## config.mk

```make
export PLATFORM = sky130hd
export DESIGN_NAME = cfg_fabric_top
export DESIGN_NICKNAME = d
export VERILOG_FILES = /design/src/source/cfg_pkg.sv /design/src/source/cfg_array.sv /design/src/source/cfg_fabric_top.sv /design/src/source/cfg_wl_decoder.sv /design/src/source/lut_bank.sv
export SDC_FILE = /design/constraint.sdc
export NUM_CORES = 1
export LEC_CHECK = 0
export BUFFER_PORTS_ARGS = -buffer_cell sky130_fd_sc_hd__buf_2
export CAP_MARGIN = 5
export CORE_MARGIN = 2
export CORE_UTILIZATION = 50
export CTS_BUF_LIST = sky130_fd_sc_hd__clkbuf_2 sky130_fd_sc_hd__clkbuf_4 sky130_fd_sc_hd__clkbuf_8
export DETAILED_ROUTE_END_ITERATION = 10
export PLACE_DENSITY = 0.69
export SYNTH_ARGS = -nofsm -noshare
export SYNTH_HDL_FRONTEND = slang
export SYNTH_SLANG_ARGS = --single-unit
```

## constraint.sdc

```tcl
create_clock -name clk -period 1.9 [get_ports clk]
set_clock_uncertainty 0.15 [all_clocks]
set_input_delay 0.38 -clock clk [delete_from_list [all_inputs] [get_ports clk]]
set_output_delay 0.38 -clock clk [all_outputs]
set_load 0.01 [all_outputs]
```

## src/source/cfg_pkg.sv

```systemverilog
// Configuration memory shared definitions
`default_nettype none

package cfg_pkg;

  // ----------------------------------------------------------------------
  // Array geometry
  // ----------------------------------------------------------------------
  localparam int num_words = 16;  // Frames in the array, one per LUT
  localparam int word_w    = 16;  // Bits per frame, one 4-input truth table
  localparam int addr_w    = 4;   // Frame address, log2 of num_words
  localparam int lut_k     = 4;   // LUT inputs, log2 of word_w

  // ----------------------------------------------------------------------
  // Configuration path types
  // ----------------------------------------------------------------------

  // One frame write as seen on the configuration port
  typedef struct packed {
    logic [addr_w-1:0] addr;  // Target frame
    logic [word_w-1:0] data;  // Truth table bits, bit n is output for input n
  } cfg_wr_t;

  // Programming lines from the decoder into the cell array
  typedef struct packed {
    logic [num_words-1:0] wl;      // Word lines, zero or one-hot
    logic [word_w-1:0]    bl;      // Bit lines, shared by every row
    logic                 preset;  // Global set, loads 1 into all cells
  } cfg_lines_t;

  // User inputs, lane i drives the select of LUT i
  typedef logic [num_words-1:0][lut_k-1:0] lut_in_t;

endpackage : cfg_pkg

`default_nettype wire

```

## src/source/cfg_array.sv

```systemverilog
// Programmable configuration cell array
`timescale 1ns/100ps
`default_nettype none

module cfg_array (
  input  logic                                             clk,
  input  logic                                             rst,
  input  cfg_pkg::cfg_lines_t                              lines,     // From decoder
  input  logic                                             rd_en,     // Readback strobe
  input  logic [cfg_pkg::addr_w-1:0]                       rd_addr,   // Frame to read
  output logic [cfg_pkg::word_w-1:0]                       rd_data,   // Frame contents
  output logic                                             rd_valid,  // One cycle after rd_en
  output logic [cfg_pkg::num_words-1:0][cfg_pkg::word_w-1:0] frames   // Whole array
);

  // ----------------------------------------------------------------------
  // Cell matrix
  // ----------------------------------------------------------------------
  // Row w is selected by lines.wl[w], column b listens to lines.bl[b].
  // Each cell is a clocked version of a write-enabled bit with set and
  // reset: clear dominates, then set, then the word line write.
  for (genvar w = 0; w < cfg_pkg::num_words; w++) begin : g_row
    for (genvar b = 0; b < cfg_pkg::word_w; b++) begin : g_col
      logic cell_q;  // Stored configuration bit

      always_ff @(posedge clk) begin
        if (rst) begin
          cell_q <= 1'b0;           // Reset variant, cell goes to 0
        end else if (lines.preset) begin
          cell_q <= 1'b1;           // Set variant, cell goes to 1
        end else if (lines.wl[w]) begin
          cell_q <= lines.bl[b];    // bl = 1 stores 1, bl = 0 stores 0
        end
        // Word line low, cell keeps its bit
      end

      assign frames[w][b] = cell_q;  // Cell output onto the frame bus
    end
  end

  // ----------------------------------------------------------------------
  // Readback port
  // ----------------------------------------------------------------------
  // Samples the frame as it is before the edge, so a write landing on
  // the same edge is not yet visible
  always_ff @(posedge clk) begin
    if (rd_en) begin
      rd_data <= frames[rd_addr];  // Registered frame select
    end
  end

  always_ff @(posedge clk) begin
    if (rst) begin
      rd_valid <= 1'b0;
    end else begin
      rd_valid <= rd_en;  // Fixed one cycle read latency
    end
  end

  // ----------------------------------------------------------------------
  // Checks
  // ----------------------------------------------------------------------
  // Valid pulse tracks the strobe by one cycle, never more or less
  property p_rd_valid;
    @(posedge clk) disable iff (rst)
      !$past(rst) |-> (rd_valid == $past(rd_en));
  endproperty
  a_rd_valid : assert property (p_rd_valid);

  // A preset line fills every frame with ones on the following edge
  property p_preset_fill;
    @(posedge clk) disable iff (rst)
      lines.preset |=> (frames == '1);
  endproperty
  a_preset_fill : assert property (p_preset_fill);

  // Frames only change through preset or an active word line
  property p_frames_stable;
    @(posedge clk) disable iff (rst)
      (!lines.preset && !(|lines.wl)) |=> $stable(frames);
  endproperty
  a_frames_stable : assert property (p_frames_stable);

endmodule : cfg_array

`default_nettype wire

```

## src/source/cfg_fabric_top.sv

```systemverilog
// Programmable tile configuration top
`timescale 1ns/100ps
`default_nettype none

module cfg_fabric_top (
  input  logic                          clk,
  input  logic                          rst,
  // Configuration port
  input  logic                          cfg_we,      // Frame write strobe
  input  cfg_pkg::cfg_wr_t              cfg_wr,      // Address and data
  input  logic                          cfg_preset,  // Set all cells
  // Readback port
  input  logic                          rd_en,
  input  logic [cfg_pkg::addr_w-1:0]    rd_addr,
  output logic [cfg_pkg::word_w-1:0]    rd_data,
  output logic                          rd_valid,
  // User logic
  input  cfg_pkg::lut_in_t              lut_in,
  output logic [cfg_pkg::num_words-1:0] lut_out
);

  // ----------------------------------------------------------------------
  // Internal buses
  // ----------------------------------------------------------------------
  cfg_pkg::cfg_lines_t                                lines;   // Decoder to array
  logic [cfg_pkg::num_words-1:0][cfg_pkg::word_w-1:0] frames;  // Array to LUTs

  // Input side, strobes to programming lines
  cfg_wl_decoder u_decoder (
    .clk        (clk),
    .rst        (rst),
    .cfg_we     (cfg_we),
    .cfg_wr     (cfg_wr),
    .cfg_preset (cfg_preset),
    .lines      (lines)
  );

  // Storage and readback
  cfg_array u_array (
    .clk      (clk),
    .rst      (rst),
    .lines    (lines),
    .rd_en    (rd_en),
    .rd_addr  (rd_addr),
    .rd_data  (rd_data),
    .rd_valid (rd_valid),
    .frames   (frames)
  );

  // Output side, LUTs evaluated from stored frames
  lut_bank u_lut (
    .clk     (clk),
    .rst     (rst),
    .frames  (frames),
    .lut_in  (lut_in),
    .lut_out (lut_out)
  );

endmodule : cfg_fabric_top

`default_nettype wire

```

## src/source/cfg_wl_decoder.sv

```systemverilog
// Word line and bit line decoder
`timescale 1ns/100ps
`default_nettype none

module cfg_wl_decoder (
  input  logic                clk,
  input  logic                rst,
  input  logic                cfg_we,      // Frame write strobe
  input  cfg_pkg::cfg_wr_t    cfg_wr,      // Address and data, valid with cfg_we
  input  logic                cfg_preset,  // Global set strobe
  output cfg_pkg::cfg_lines_t lines        // Registered programming lines
);

  // ----------------------------------------------------------------------
  // Address decode
  // ----------------------------------------------------------------------
  logic [cfg_pkg::num_words-1:0] wl_next;  // One-hot of cfg_wr.addr
  logic                          wr_go;    // Write survives preset

  // Preset wins over a write in the same cycle
  assign wr_go = cfg_we & ~cfg_preset;

  always_comb begin
    wl_next = '0;
    if (wr_go) begin
      wl_next[cfg_wr.addr] = 1'b1;  // Raise the addressed row only
    end
  end

  // ----------------------------------------------------------------------
  // Line registers
  // ----------------------------------------------------------------------
  // Word lines live for exactly one cycle per accepted write, so the
  // array sees a clean single-edge programming pulse
  always_ff @(posedge clk) begin
    if (rst) begin
      lines <= '0;  // No row selected, no preset
    end else begin
      lines.wl     <= wl_next;
      lines.preset <= cfg_preset;
      if (wr_go) begin
        lines.bl <= cfg_wr.data;  // Hold bit lines between writes
      end
    end
  end

  // ----------------------------------------------------------------------
  // Checks
  // ----------------------------------------------------------------------
  // At most one row is programmed per edge
  property p_wl_onehot0;
    @(posedge clk) disable iff (rst)
      $onehot0(lines.wl);
  endproperty
  a_wl_onehot0 : assert property (p_wl_onehot0);

  // A word line pulse always traces back to a write without preset
  property p_wl_from_write;
    @(posedge clk) disable iff (rst)
      (|lines.wl) |-> ($past(cfg_we) && !$past(cfg_preset) && !lines.preset);
  endproperty
  a_wl_from_write : assert property (p_wl_from_write);

endmodule : cfg_wl_decoder

`default_nettype wire

```

## src/source/lut_bank.sv

```systemverilog
// Bank of 4-input lookup tables
`timescale 1ns/100ps
`default_nettype none

module lut_bank (
  input  logic                                               clk,
  input  logic                                               rst,
  input  logic [cfg_pkg::num_words-1:0][cfg_pkg::word_w-1:0] frames,  // Truth tables
  input  cfg_pkg::lut_in_t                                   lut_in,  // Select lanes
  output logic [cfg_pkg::num_words-1:0]                      lut_out  // Registered results
);

  // ----------------------------------------------------------------------
  // Table lookup
  // ----------------------------------------------------------------------
  // LUT i uses frame i as its truth table. The 4-bit lane picks one of
  // the 16 stored bits, so input pattern n returns frame bit n.
  logic [cfg_pkg::num_words-1:0] lut_sel;  // Combinational LUT results

  always_comb begin
    lut_sel = '0;
    for (int i = 0; i < cfg_pkg::num_words; i++) begin
      lut_sel[i] = frames[i][lut_in[i]];  // Mux on the truth table bits
    end
  end

  // ----------------------------------------------------------------------
  // Output stage
  // ----------------------------------------------------------------------
  // One cycle latency, inputs and frames sampled at the same edge
  always_ff @(posedge clk) begin
    if (rst) begin
      lut_out <= '0;
    end else begin
      lut_out <= lut_sel;
    end
  end

  // ----------------------------------------------------------------------
  // Checks
  // ----------------------------------------------------------------------
  // A constant frame forces its LUT output regardless of the lane
  for (genvar i = 0; i < cfg_pkg::num_words; i++) begin : g_chk
    property p_const_one;
      @(posedge clk) disable iff (rst)
        (frames[i] == '1) |=> lut_out[i];
    endproperty
    a_const_one : assert property (p_const_one);

    property p_const_zero;
      @(posedge clk) disable iff (rst)
        (frames[i] == '0) |=> !lut_out[i];
    endproperty
    a_const_zero : assert property (p_const_zero);
  end

endmodule : lut_bank

`default_nettype wire
```

==> Word level (Yosys, flattened, before mapping) <==
Cells that the tools add are included.
{ "word_totals": {"ff_bits": 322, "inputBits": 93, "out_inout_bits": 33, "wordCells": 850} }
{ "op_classes": {"n_lt_le_gt_ge": 19, "mux": 548, "bitwise": 3, "n_reduce_logical": 18} }
{ "ops": {"columns": ["cell", "count"], "rows": [
  ["2-to-1 mux 1 bit", 529],
  ["less-than comparator 4 x 5 -> 1 bit (second input constant)", 18],
  ["binary-select mux 1 bit (select 4 bit)", 16],
  ["binary-select mux 16 bit (select 4 bit)", 1],
  ["nonzero test 2 bit", 16],
  ["2-to-1 mux 16 bit", 1],
  ["demux 1 bit (select 4 bit)", 1],
  ["greater-or-equal comparator 4 x 1 -> 1 bit (second input constant)", 1],
  ["NOT 1 bit", 2],
  ["OR reduction 2 bit", 1],
  ["bitwise AND 1 bit", 1],
  ["logical AND 1 bit", 1]
]} }

==> Logic depth before layout (Yosys ltp) <==
Gate-level depths: netlist of run 1.
{ "depth": {"depth_word": 4, "ltp_mapped": 6, "depth_no_buf": 4} }

==> Modules after synthesis <==
A second synthesis of run 1 with hierarchy kept.
{ "unflattened": {"hier_cells": 1953, "area_unflattened_um2": 18403.9} }
{ "modules_own_cells": {"columns": ["mod", "n_inst", "cells_per_inst", "area_each_um2", "seq_area_each_um2"], "rows": [
  ["cfg_array", 1, 1572, 14493.9, 5625.4],
  ["lut_bank", 1, 261, 2627.5, 320.3],
  ["cfg_wl_decoder", 1, 120, 1282.5, 660.6]
]} }

==> Worst setup path before layout of run 1 <==
Ideal clock, no wire load.
{ "synth_path": {"kind": "input to register", "start": "in rd_addr[1] in the netlist's numbering", "end": "reg u_array.rd_data[9] in the netlist's numbering (data pin)", "setup_ns": 0.259, "arrival_time_ns": 1.444, "t_required_ns": 1.491, "setup_slack_ns": 0.047, "path_stages": 6, "n_path_buf": 3, "cell_sequence": "buf_6 > buf_4 > buf_2 > mux4_2 > a22oi_1 > nand2_1"} }
{ "synth_via": {"elab_chain_cells": 2} }
{ "synth_rtl": {"columns": ["element", "line", "text"], "rows": [
  ["from (decl)", "cfg_fabric_top.sv:14", "input logic [cfg_pkg::addr_w-1:0] rd_addr,"],
  ["binary-select mux 16 bit (select 4 bit)", "cfg_array.sv:48", "rd_data <= frames[rd_addr];"],
  ["2-to-1 mux 16 bit (implied by the code)", "cfg_array.sv:48", null],
  ["to (signal assigned)", "cfg_array.sv:48", null],
  ["to (decl)", "cfg_array.sv:11", "output logic [cfg_pkg::word_w-1:0] rd_data,"]
]} }
Every way passes these cells. The select of a mux whose other input is x is not followed.
A chain may end at the register's enable or synchronous reset.

==> Worst setup path after layout of run 1 <==
{ "layout_path": {"start": "in cfg_preset", "end": "reg u_decoder.lines[21] (netlist name)"} }
{ "layout_via": {"elab_chain_cells": 4} }
{ "layout_rtl": {"columns": ["element", "line", "text"], "rows": [
  ["from (decl)", "cfg_fabric_top.sv:11", "input logic cfg_preset,"],
  ["NOT 1 bit", "cfg_wl_decoder.sv:21", "assign wr_go = cfg_we & ~cfg_preset;"],
  ["bitwise AND 1 bit", "cfg_wl_decoder.sv:21", null],
  ["NOT 1 bit (no line)", null, null],
  ["OR reduction 2 bit (no line)", null, null]
]} }
Every way passes these cells.

==> results of run 1 <==
==> path summary, 6_finish.rpt <==
check,start,end,slack (ns),depth (start not counted)
setup / recovery,cfg_preset,u_decoder.lines[21]$_SDFF_PP0_,0.1,7
hold / removal,lut_in[49],u_lut.lut_out[12]$_SDFF_PP0_,0.02,3
setup reg to reg,u_array.g_row[13].g_col[11].cell_q$_SDFFE_PP0P_,u_array.rd_data[11]$_DFFE_PP_,0.18,3
hold reg to reg,u_decoder.lines[4]$_SDFFE_PP0P_,u_decoder.lines[4]$_SDFFE_PP0P_,0.31,2
==> registers in the layout (all words and copies together), names as in the netlist <==
name and count:
u_array.g_row.g_col.cell_q 256, u_decoder.lines 33, u_lut.lut_out 16, u_array.rd_data 16
u_array.rd_valid 1
==> synth_stat cells <==
master | count | share of area
a211oi_1 | 256 | 0.12
a21oi_1 | 32 | 0.0099
a22oi_1 | 32 | 0.015
a311o_1 | 16 | 0.0099
and2_1 | 1 | 0.00039
buf_1 | 14 | 0.0033
buf_2 | 7 | 0.0022
buf_4 | 17 | 0.0079
buf_6 | 6 | 0.0042
clkbuf_1 | 137 | 0.032
dfxtp_1 | 306 | 0.38
edfxtp_1 | 16 | 0.030
inv_1 | 16 | 0.0037
mux2_1 | 20 | 0.014
mux2i_1 | 44 | 0.027
mux4_2 | 96 | 0.13
nand2_1 | 70 | 0.016
nand2b_1 | 8 | 0.0031
nand3_1 | 25 | 0.0077
nand3b_1 | 1 | 0.00046
nor2_1 | 270 | 0.063
nor2b_1 | 261 | 0.10
nor3_1 | 5 | 0.0015
o2111ai_1 | 16 | 0.0087
o22ai_1 | 16 | 0.0062
or3_1 | 4 | 0.0015
==> layout make-up <==
| class | instances | area [sq um] | area share |
|---|---|---|---|
| timing repair buffer | 245 | 1820 | 0.0964 |
| inverter | 16 | 60.1 | 0.00319 |
| sequential | 322 | 6610 | 0.351 |
| multi-input combinational | 1173 | 8720 | 0.463 |
| clock buffer | 85 | 1060 | 0.0562 |
| clock inverter | 10 | 55.1 | 0.00292 |
| tap | 402 | 503 | 0.0267 |
==> timing repair <==
item                                    CTS  global route
endpoints found under the setup margin    0             2
endpoints found under the hold margin    47             0
resized for setup                         0             5
buffers inserted                          0             2
hold buffers                             41             0
==> power by group through the flow <==
stage	Combinational, uW	Sequential (uW)	Clock, uW
floorplan	1670	7640	0
global placement	2280	7970	0
detailed placement	2350	7940	0
CTS	2430	7810	6410
global route	2680	7850	6740
finish	2470	7860	6350
==> stage by stage <==
stage | utilization | instances | TNS [ns] | hold slack (ns) | total power [uW]
final | 0.594 | 2253 | 0 | 0.0185 | 16700
after CTS | 0.593 | 2252 | 0 | 0.00298 | 16600
after global placement | 0.545 | 2116 | -1.60 | 0.294 | 10300
after floorplan | - | 1692 | 0 | 0.307 | 9310
after detailed placement | 0.545 | 2116 | -2.18 | 0.298 | 10300
after global routing | 0.594 | 2253 | -0.0000666 | 0.0265 | 17300
==> layer usage <==
metal,GRT usage,vias up,part of all wire
met1,0.455,6851,0.40
met2,0.497,898,0.43
met5,0,-,0.00043
met4,0.144,4,0.045
met3,0.0929,176,0.11
li1,-,6349,-
==> cell families after synthesis <==
family | count (synthesis) | share of synthesized area
AOI/OAI and AO/OA | 368 | 0.168
buffers and inverters | 197 | 0.0530
DFF | 322 | 0.409
muxes | 160 | 0.175
and+or+nand+nor | 645 | 0.195
==> critical path, stage by stage <==
cell           delay [ns]
dlygate4sd3_1        0.55
buf_2                0.14
nand2b_4             0.15
nor3_4               0.20
nand2_2              0.11
nor3_2               0.10
dlygate4sd3_1        0.55
==> impl_metrics.csv, run 1 <==
group,metric,value,unit
worst_setup_path,startpoint_type,"input pin",
die,dieArea,33800,sq um
timing,tightest_slew,1.11,ns
timing,hold_viol,0,
timing,finalSetupViolCount,0,
clock_tree,cts_buffers,56,
place,gp_congestion,1.01,
drt,drt_first_pass_iters,5,
clock_tree,root_buffer,"clkbuf_8",
layout,final_common_cell,"dfxtp_1",
place,io_buffers,125,
synth,synth-seq-cells,322,
synth,yosysWarnings,0,
grt,grt_start_max_net_pins,83,
layout,area_growth,16.5,%
die,die_w,184,um
power,power_switching,4650,uW
grt,antenna_found_initial,2,
clock_tree,clock_latency,0.60,ns
power,cellPowerDensity,886,nW/um^2
layout,diodes,0,
timing,slew_headroom,0.261,
clock_tree,clkSlewWorstSetupHoldPaths,0.07,ns
drt,wl_per_cell,25.0,um
worst_setup_path,crit_path_max_fanout,4,
place,place_ws,-0.186,ns
drt,wl,56400,um
drt,num_vias,14300,
clock_tree,clock-sinks,322,
grt,grt_pass1_vias,13400,
timing,final-max-slew-violation-count,0,
power,comb_power_share,0.148,
synth,ys_seq_area_frac,0.409,
synth,synth_cell_type_count,26,
drt,route.detailed.drc,0,
place,dpl.hpwl,39100,um
power,swShare,0.279,
die,rows,65,
worst_setup_path,crit_type,"input pin to flop",
timing,max_freq,0.555,GHz
clock_tree,htree_levels,2,
layout,n_fill_cell,2725,
power,peakVddDrop,0.587,mV
layout,final_cell_mix,"dfxtp_1, nor2_1, nor2b_1",
grt,gr-total-overflow,0,
hold_path,holdCritPathClass,"input pin to flop",
power,seq_power_share,0.471,
layout,postLayoutCellArea,18800,sq um
drt,via_per_inst,6.34,
synth,synth_nets,1785,
worst_setup_path,end_kind,"flop",
die,die_h,184,um
drt,drt_iter0_markers,1711,
die,ios,126,
clock_tree,cts_buffer_depth,3,
timing,post-route-period-util,0.949,
worst_setup_path,arrival,2.19,ns
grt,grt.total_usage,0.333,
timing,layout_min_cycle_time,1.80,ns
synth,synth_area,16200,sq um
place,placed_area,17300,sq um
power,p_leak,0.00765,uW
layout,drive_above_1_share,0.217,
layout,nets,1907,
die,initial_utilization,0.510,
synth,avgSynthCellArea,9.55,sq um
die,core_area,31700,sq um
worst_setup_path,required,2.29,ns
power,clkPwrFrac,0.381,
synth,synthCells,1692,
power,internal_power,12000,uW
status,outcome,"completed",
flow_run,max_cap_violations,0,
drt,antenna_left,0,
timing,setup_ws,0.0970,ns
clock_tree,tritoncts,"done",
grt,grt_pass1_wl,83900,um
No activity file was read; power rests on OpenSTA's default activity.
==> run 2: changes to the inputs <==
--- a/config.mk
+++ b/config.mk
@@ -6,12 +6,12 @@
 export NUM_CORES = 1
 export LEC_CHECK = 0
 export BUFFER_PORTS_ARGS = -buffer_cell sky130_fd_sc_hd__buf_2
-export CAP_MARGIN = 5
+export CAP_MARGIN = 10
 export CORE_MARGIN = 2
-export CORE_UTILIZATION = 50
+export CORE_UTILIZATION = 54
 export CTS_BUF_LIST = sky130_fd_sc_hd__clkbuf_2 sky130_fd_sc_hd__clkbuf_4 sky130_fd_sc_hd__clkbuf_8
 export DETAILED_ROUTE_END_ITERATION = 10
-export PLACE_DENSITY = 0.69
+export PLACE_DENSITY = 0.74
 export SYNTH_ARGS = -nofsm -noshare
 export SYNTH_HDL_FRONTEND = slang
 export SYNTH_SLANG_ARGS = --single-unit
==> impl_metrics.csv, run 2 (synthesis gave the netlist of run 1 again) <==
group,metric,value,unit
status,outcome,"completed",
drt,drt_first_pass_iters,8,
worst_setup_path,required,1.37,ns
worst_setup_path,cp_num_buf_inv,1,
worst_setup_path,r2r_slack,0.27,ns
hold_path,holdCritPathClass,"input pin to flop",
drt,route.detailed.drc,0,
worst_setup_path,end_kind,"output pin",
timing,max_freq,0.570,GHz
clock_tree,cts_resized,0,
worst_setup_path,crit_path_max_fanout,1,
grt,gr-total-overflow,0,
hold_path,hold_end,"u_lut.lut_out[5]$_SDFF_PP0_",
power,peakVddDrop,0.807,mV
clock_tree,root_buffer,"clkbuf_8",
power,comb_power_share,0.144,
place,dpl.hpwl,37800,um
place,place_ws,-0.160,ns
worst_setup_path,worstPathCellList,"buf_2",
drt,wl,55500,um
power,power_switching,4680,uW
clock_tree,clkSlewWorstSetupHoldPaths,0.07,ns
power,total_power,17100,uW
timing,setup_ws,0.147,ns
layout,n_fill_cell,2399,
grt,antenna_found_initial,0,
grt,grt.total_usage,0.354,
clock_tree,clock-sinks,322,
power,internal_power,12400,uW
worst_setup_path,crit_type,"flop to output pin",
clock_tree,postCtsSetupBuffers,0,
worst_setup_path,worstReg2RegStart,"u_array.g_row[14].g_col[6].cell_q$_SDFFE_PP0P_",
clock_tree,cts_buffers,54,
drt,antenna_left,0,
die,die_h,177,um
die,die_w,177,um
layout,final_cell_mix,"dfxtp_1, nor2_1, nor2b_1",
timing,rsz0062_at_grt,"no",
grt,grt_pass1_vias,13500,
die,initial_utilization,0.547,
flow_run,max_cap_violations,0,
die,rows,63,
grt,grt_pass1_wl,83000,um
timing,final-max-slew-violation-count,0,
layout,drive_above_1_share,0.217,
layout,reg_top3,"u_array.g_row.g_col.cell_q (256), u_decoder.lines (33)",
layout,nets,1900,
power,swShare,0.273,
worst_setup_path,reg2reg_to,"u_array.rd_data[6]$_DFFE_PP_",
worst_setup_path,cpMaxStageDelayCell,"edfxtp_1",
power,cellPowerDensity,908,nW/um^2
timing,post-route-period-util,0.923,
clock_tree,htree_levels,2,
worst_setup_path,cp-startpoint,"u_array.rd_data[1]$_DFFE_PP_",
place,gp_congestion,0.992,
die,dieArea,31300,sq um
timing,layout_min_cycle_time,1.75,ns
layout,area_growth,16.7,%
layout,final_common_cell,"dfxtp_1",
power,seq_power_share,0.458,
worst_setup_path,arrival,1.22,ns
clock_tree,clock_latency,0.59,ns
power,clkPwrFrac,0.398,
timing,tightest_slew,1.16,ns
layout,largest_register,"u_array.g_row.g_col.cell_q",
layout,diodes,0,
drt,num_vias,14500,
clock_tree,cts_buffer_depth,3,
hold_path,hp-start,"lut_in[21]",
clock_tree,tritoncts,"done",
timing,hold_viol,0,
worst_setup_path,slowest_delay,0.46,ns
worst_setup_path,reg2regPathDepth,3,
drt,wl_per_cell,24.8,um
layout,largest_reg_flops,256,
timing,finalSetupViolCount,0,
worst_setup_path,critPathTopFamily,"flip-flops",
worst_setup_path,startpoint_type,"flop",
clock_tree,hold_buffers,35,
power,p_leak,0.00767,uW
hold_path,holdPathStages,4,
die,core_area,29600,sq um
die,ios,126,
grt,grt_start_max_net_pins,66,
timing,slew_headroom,0.224,
place,io_buffers,125,
drt,drt_iter0_markers,1827,
drt,via_per_inst,6.47,
[run 2: changes by cell type in the layout (fill, tap and decap cells not counted), sizes merged]
cell | previous run | this run
clkinv | 8 | 3
bufinv | 0 | 1
dlygate4sd3 | 40 | 35
clkbuf | 86 | 95
clkinvlp | 2 | 1
[run 2: area by class of cell]
| class | instances | area, sq um | share of cell area |
|---|---|---|---|
| Tap cell | 390 | 488 | 0.0259 |
| Inverter | 16 | 60.1 | 0.00319 |
| Clock buffer | 94 | 1160 | 0.0613 |
| Timing Repair Buffer | 240 | 1790 | 0.0950 |
| Clock inverter | 5 | 52.6 | 0.00279 |
| Sequential cell | 322 | 6610 | 0.351 |
| Multi-Input combinational cell | 1173 | 8700 | 0.461 |
[run 2: how the worst max path moves through the flow]
stage	slack, ns	depth (start not counted)	to
floorplan	0.05	6	u_array.rd_data[9]$_DFFE_PP_
global placement	-0.08	6	u_array.rd_data[2]$_DFFE_PP_
detailed placement	-0.16	4	u_array.rd_data[9]$_DFFE_PP_
CTS	0.16	1	rd_data[1]
global route	0.13	1	rd_data[5]
finish	0.15	1	rd_data[1]
[run 2: through the flow]
stage                     utilization  area, sq um  hold WS, ns  setup TNS (ns)  cells
after detailed placement        0.585        17300        0.299           -1.90   2106
after CTS                       0.638        18900      0.00151               0   2240
after global routing            0.638        18900       0.0277               0   2240
final                           0.638        18900       0.0153               0   2240
after floorplan                     -        16200        0.307               0   1692
after global placement          0.585        17300        0.293          -0.795   2106
[run 2: layer usage]
layer / global-route usage / up-vias / part of all wire
li1: - / 6337 / -
met1: 0.484 / 6975 / 0.40
met3: 0.0829 / 198 / 0.11
met2: 0.534 / 990 / 0.44
met4: 0.158 / 0 / 0.051
met5: 0 / - / 0
[run 2: power groups by stage]
stage,Clock (uW),Combinational (uW),Sequential (uW)
2_1_floorplan,0,1670,7640
3_3_place_gp,0,2280,7950
3_5_place_dp,0,2360,7940
4_1_cts,6820,2430,7800
5_1_grt,7150,2670,7840
6_report,6810,2470,7850
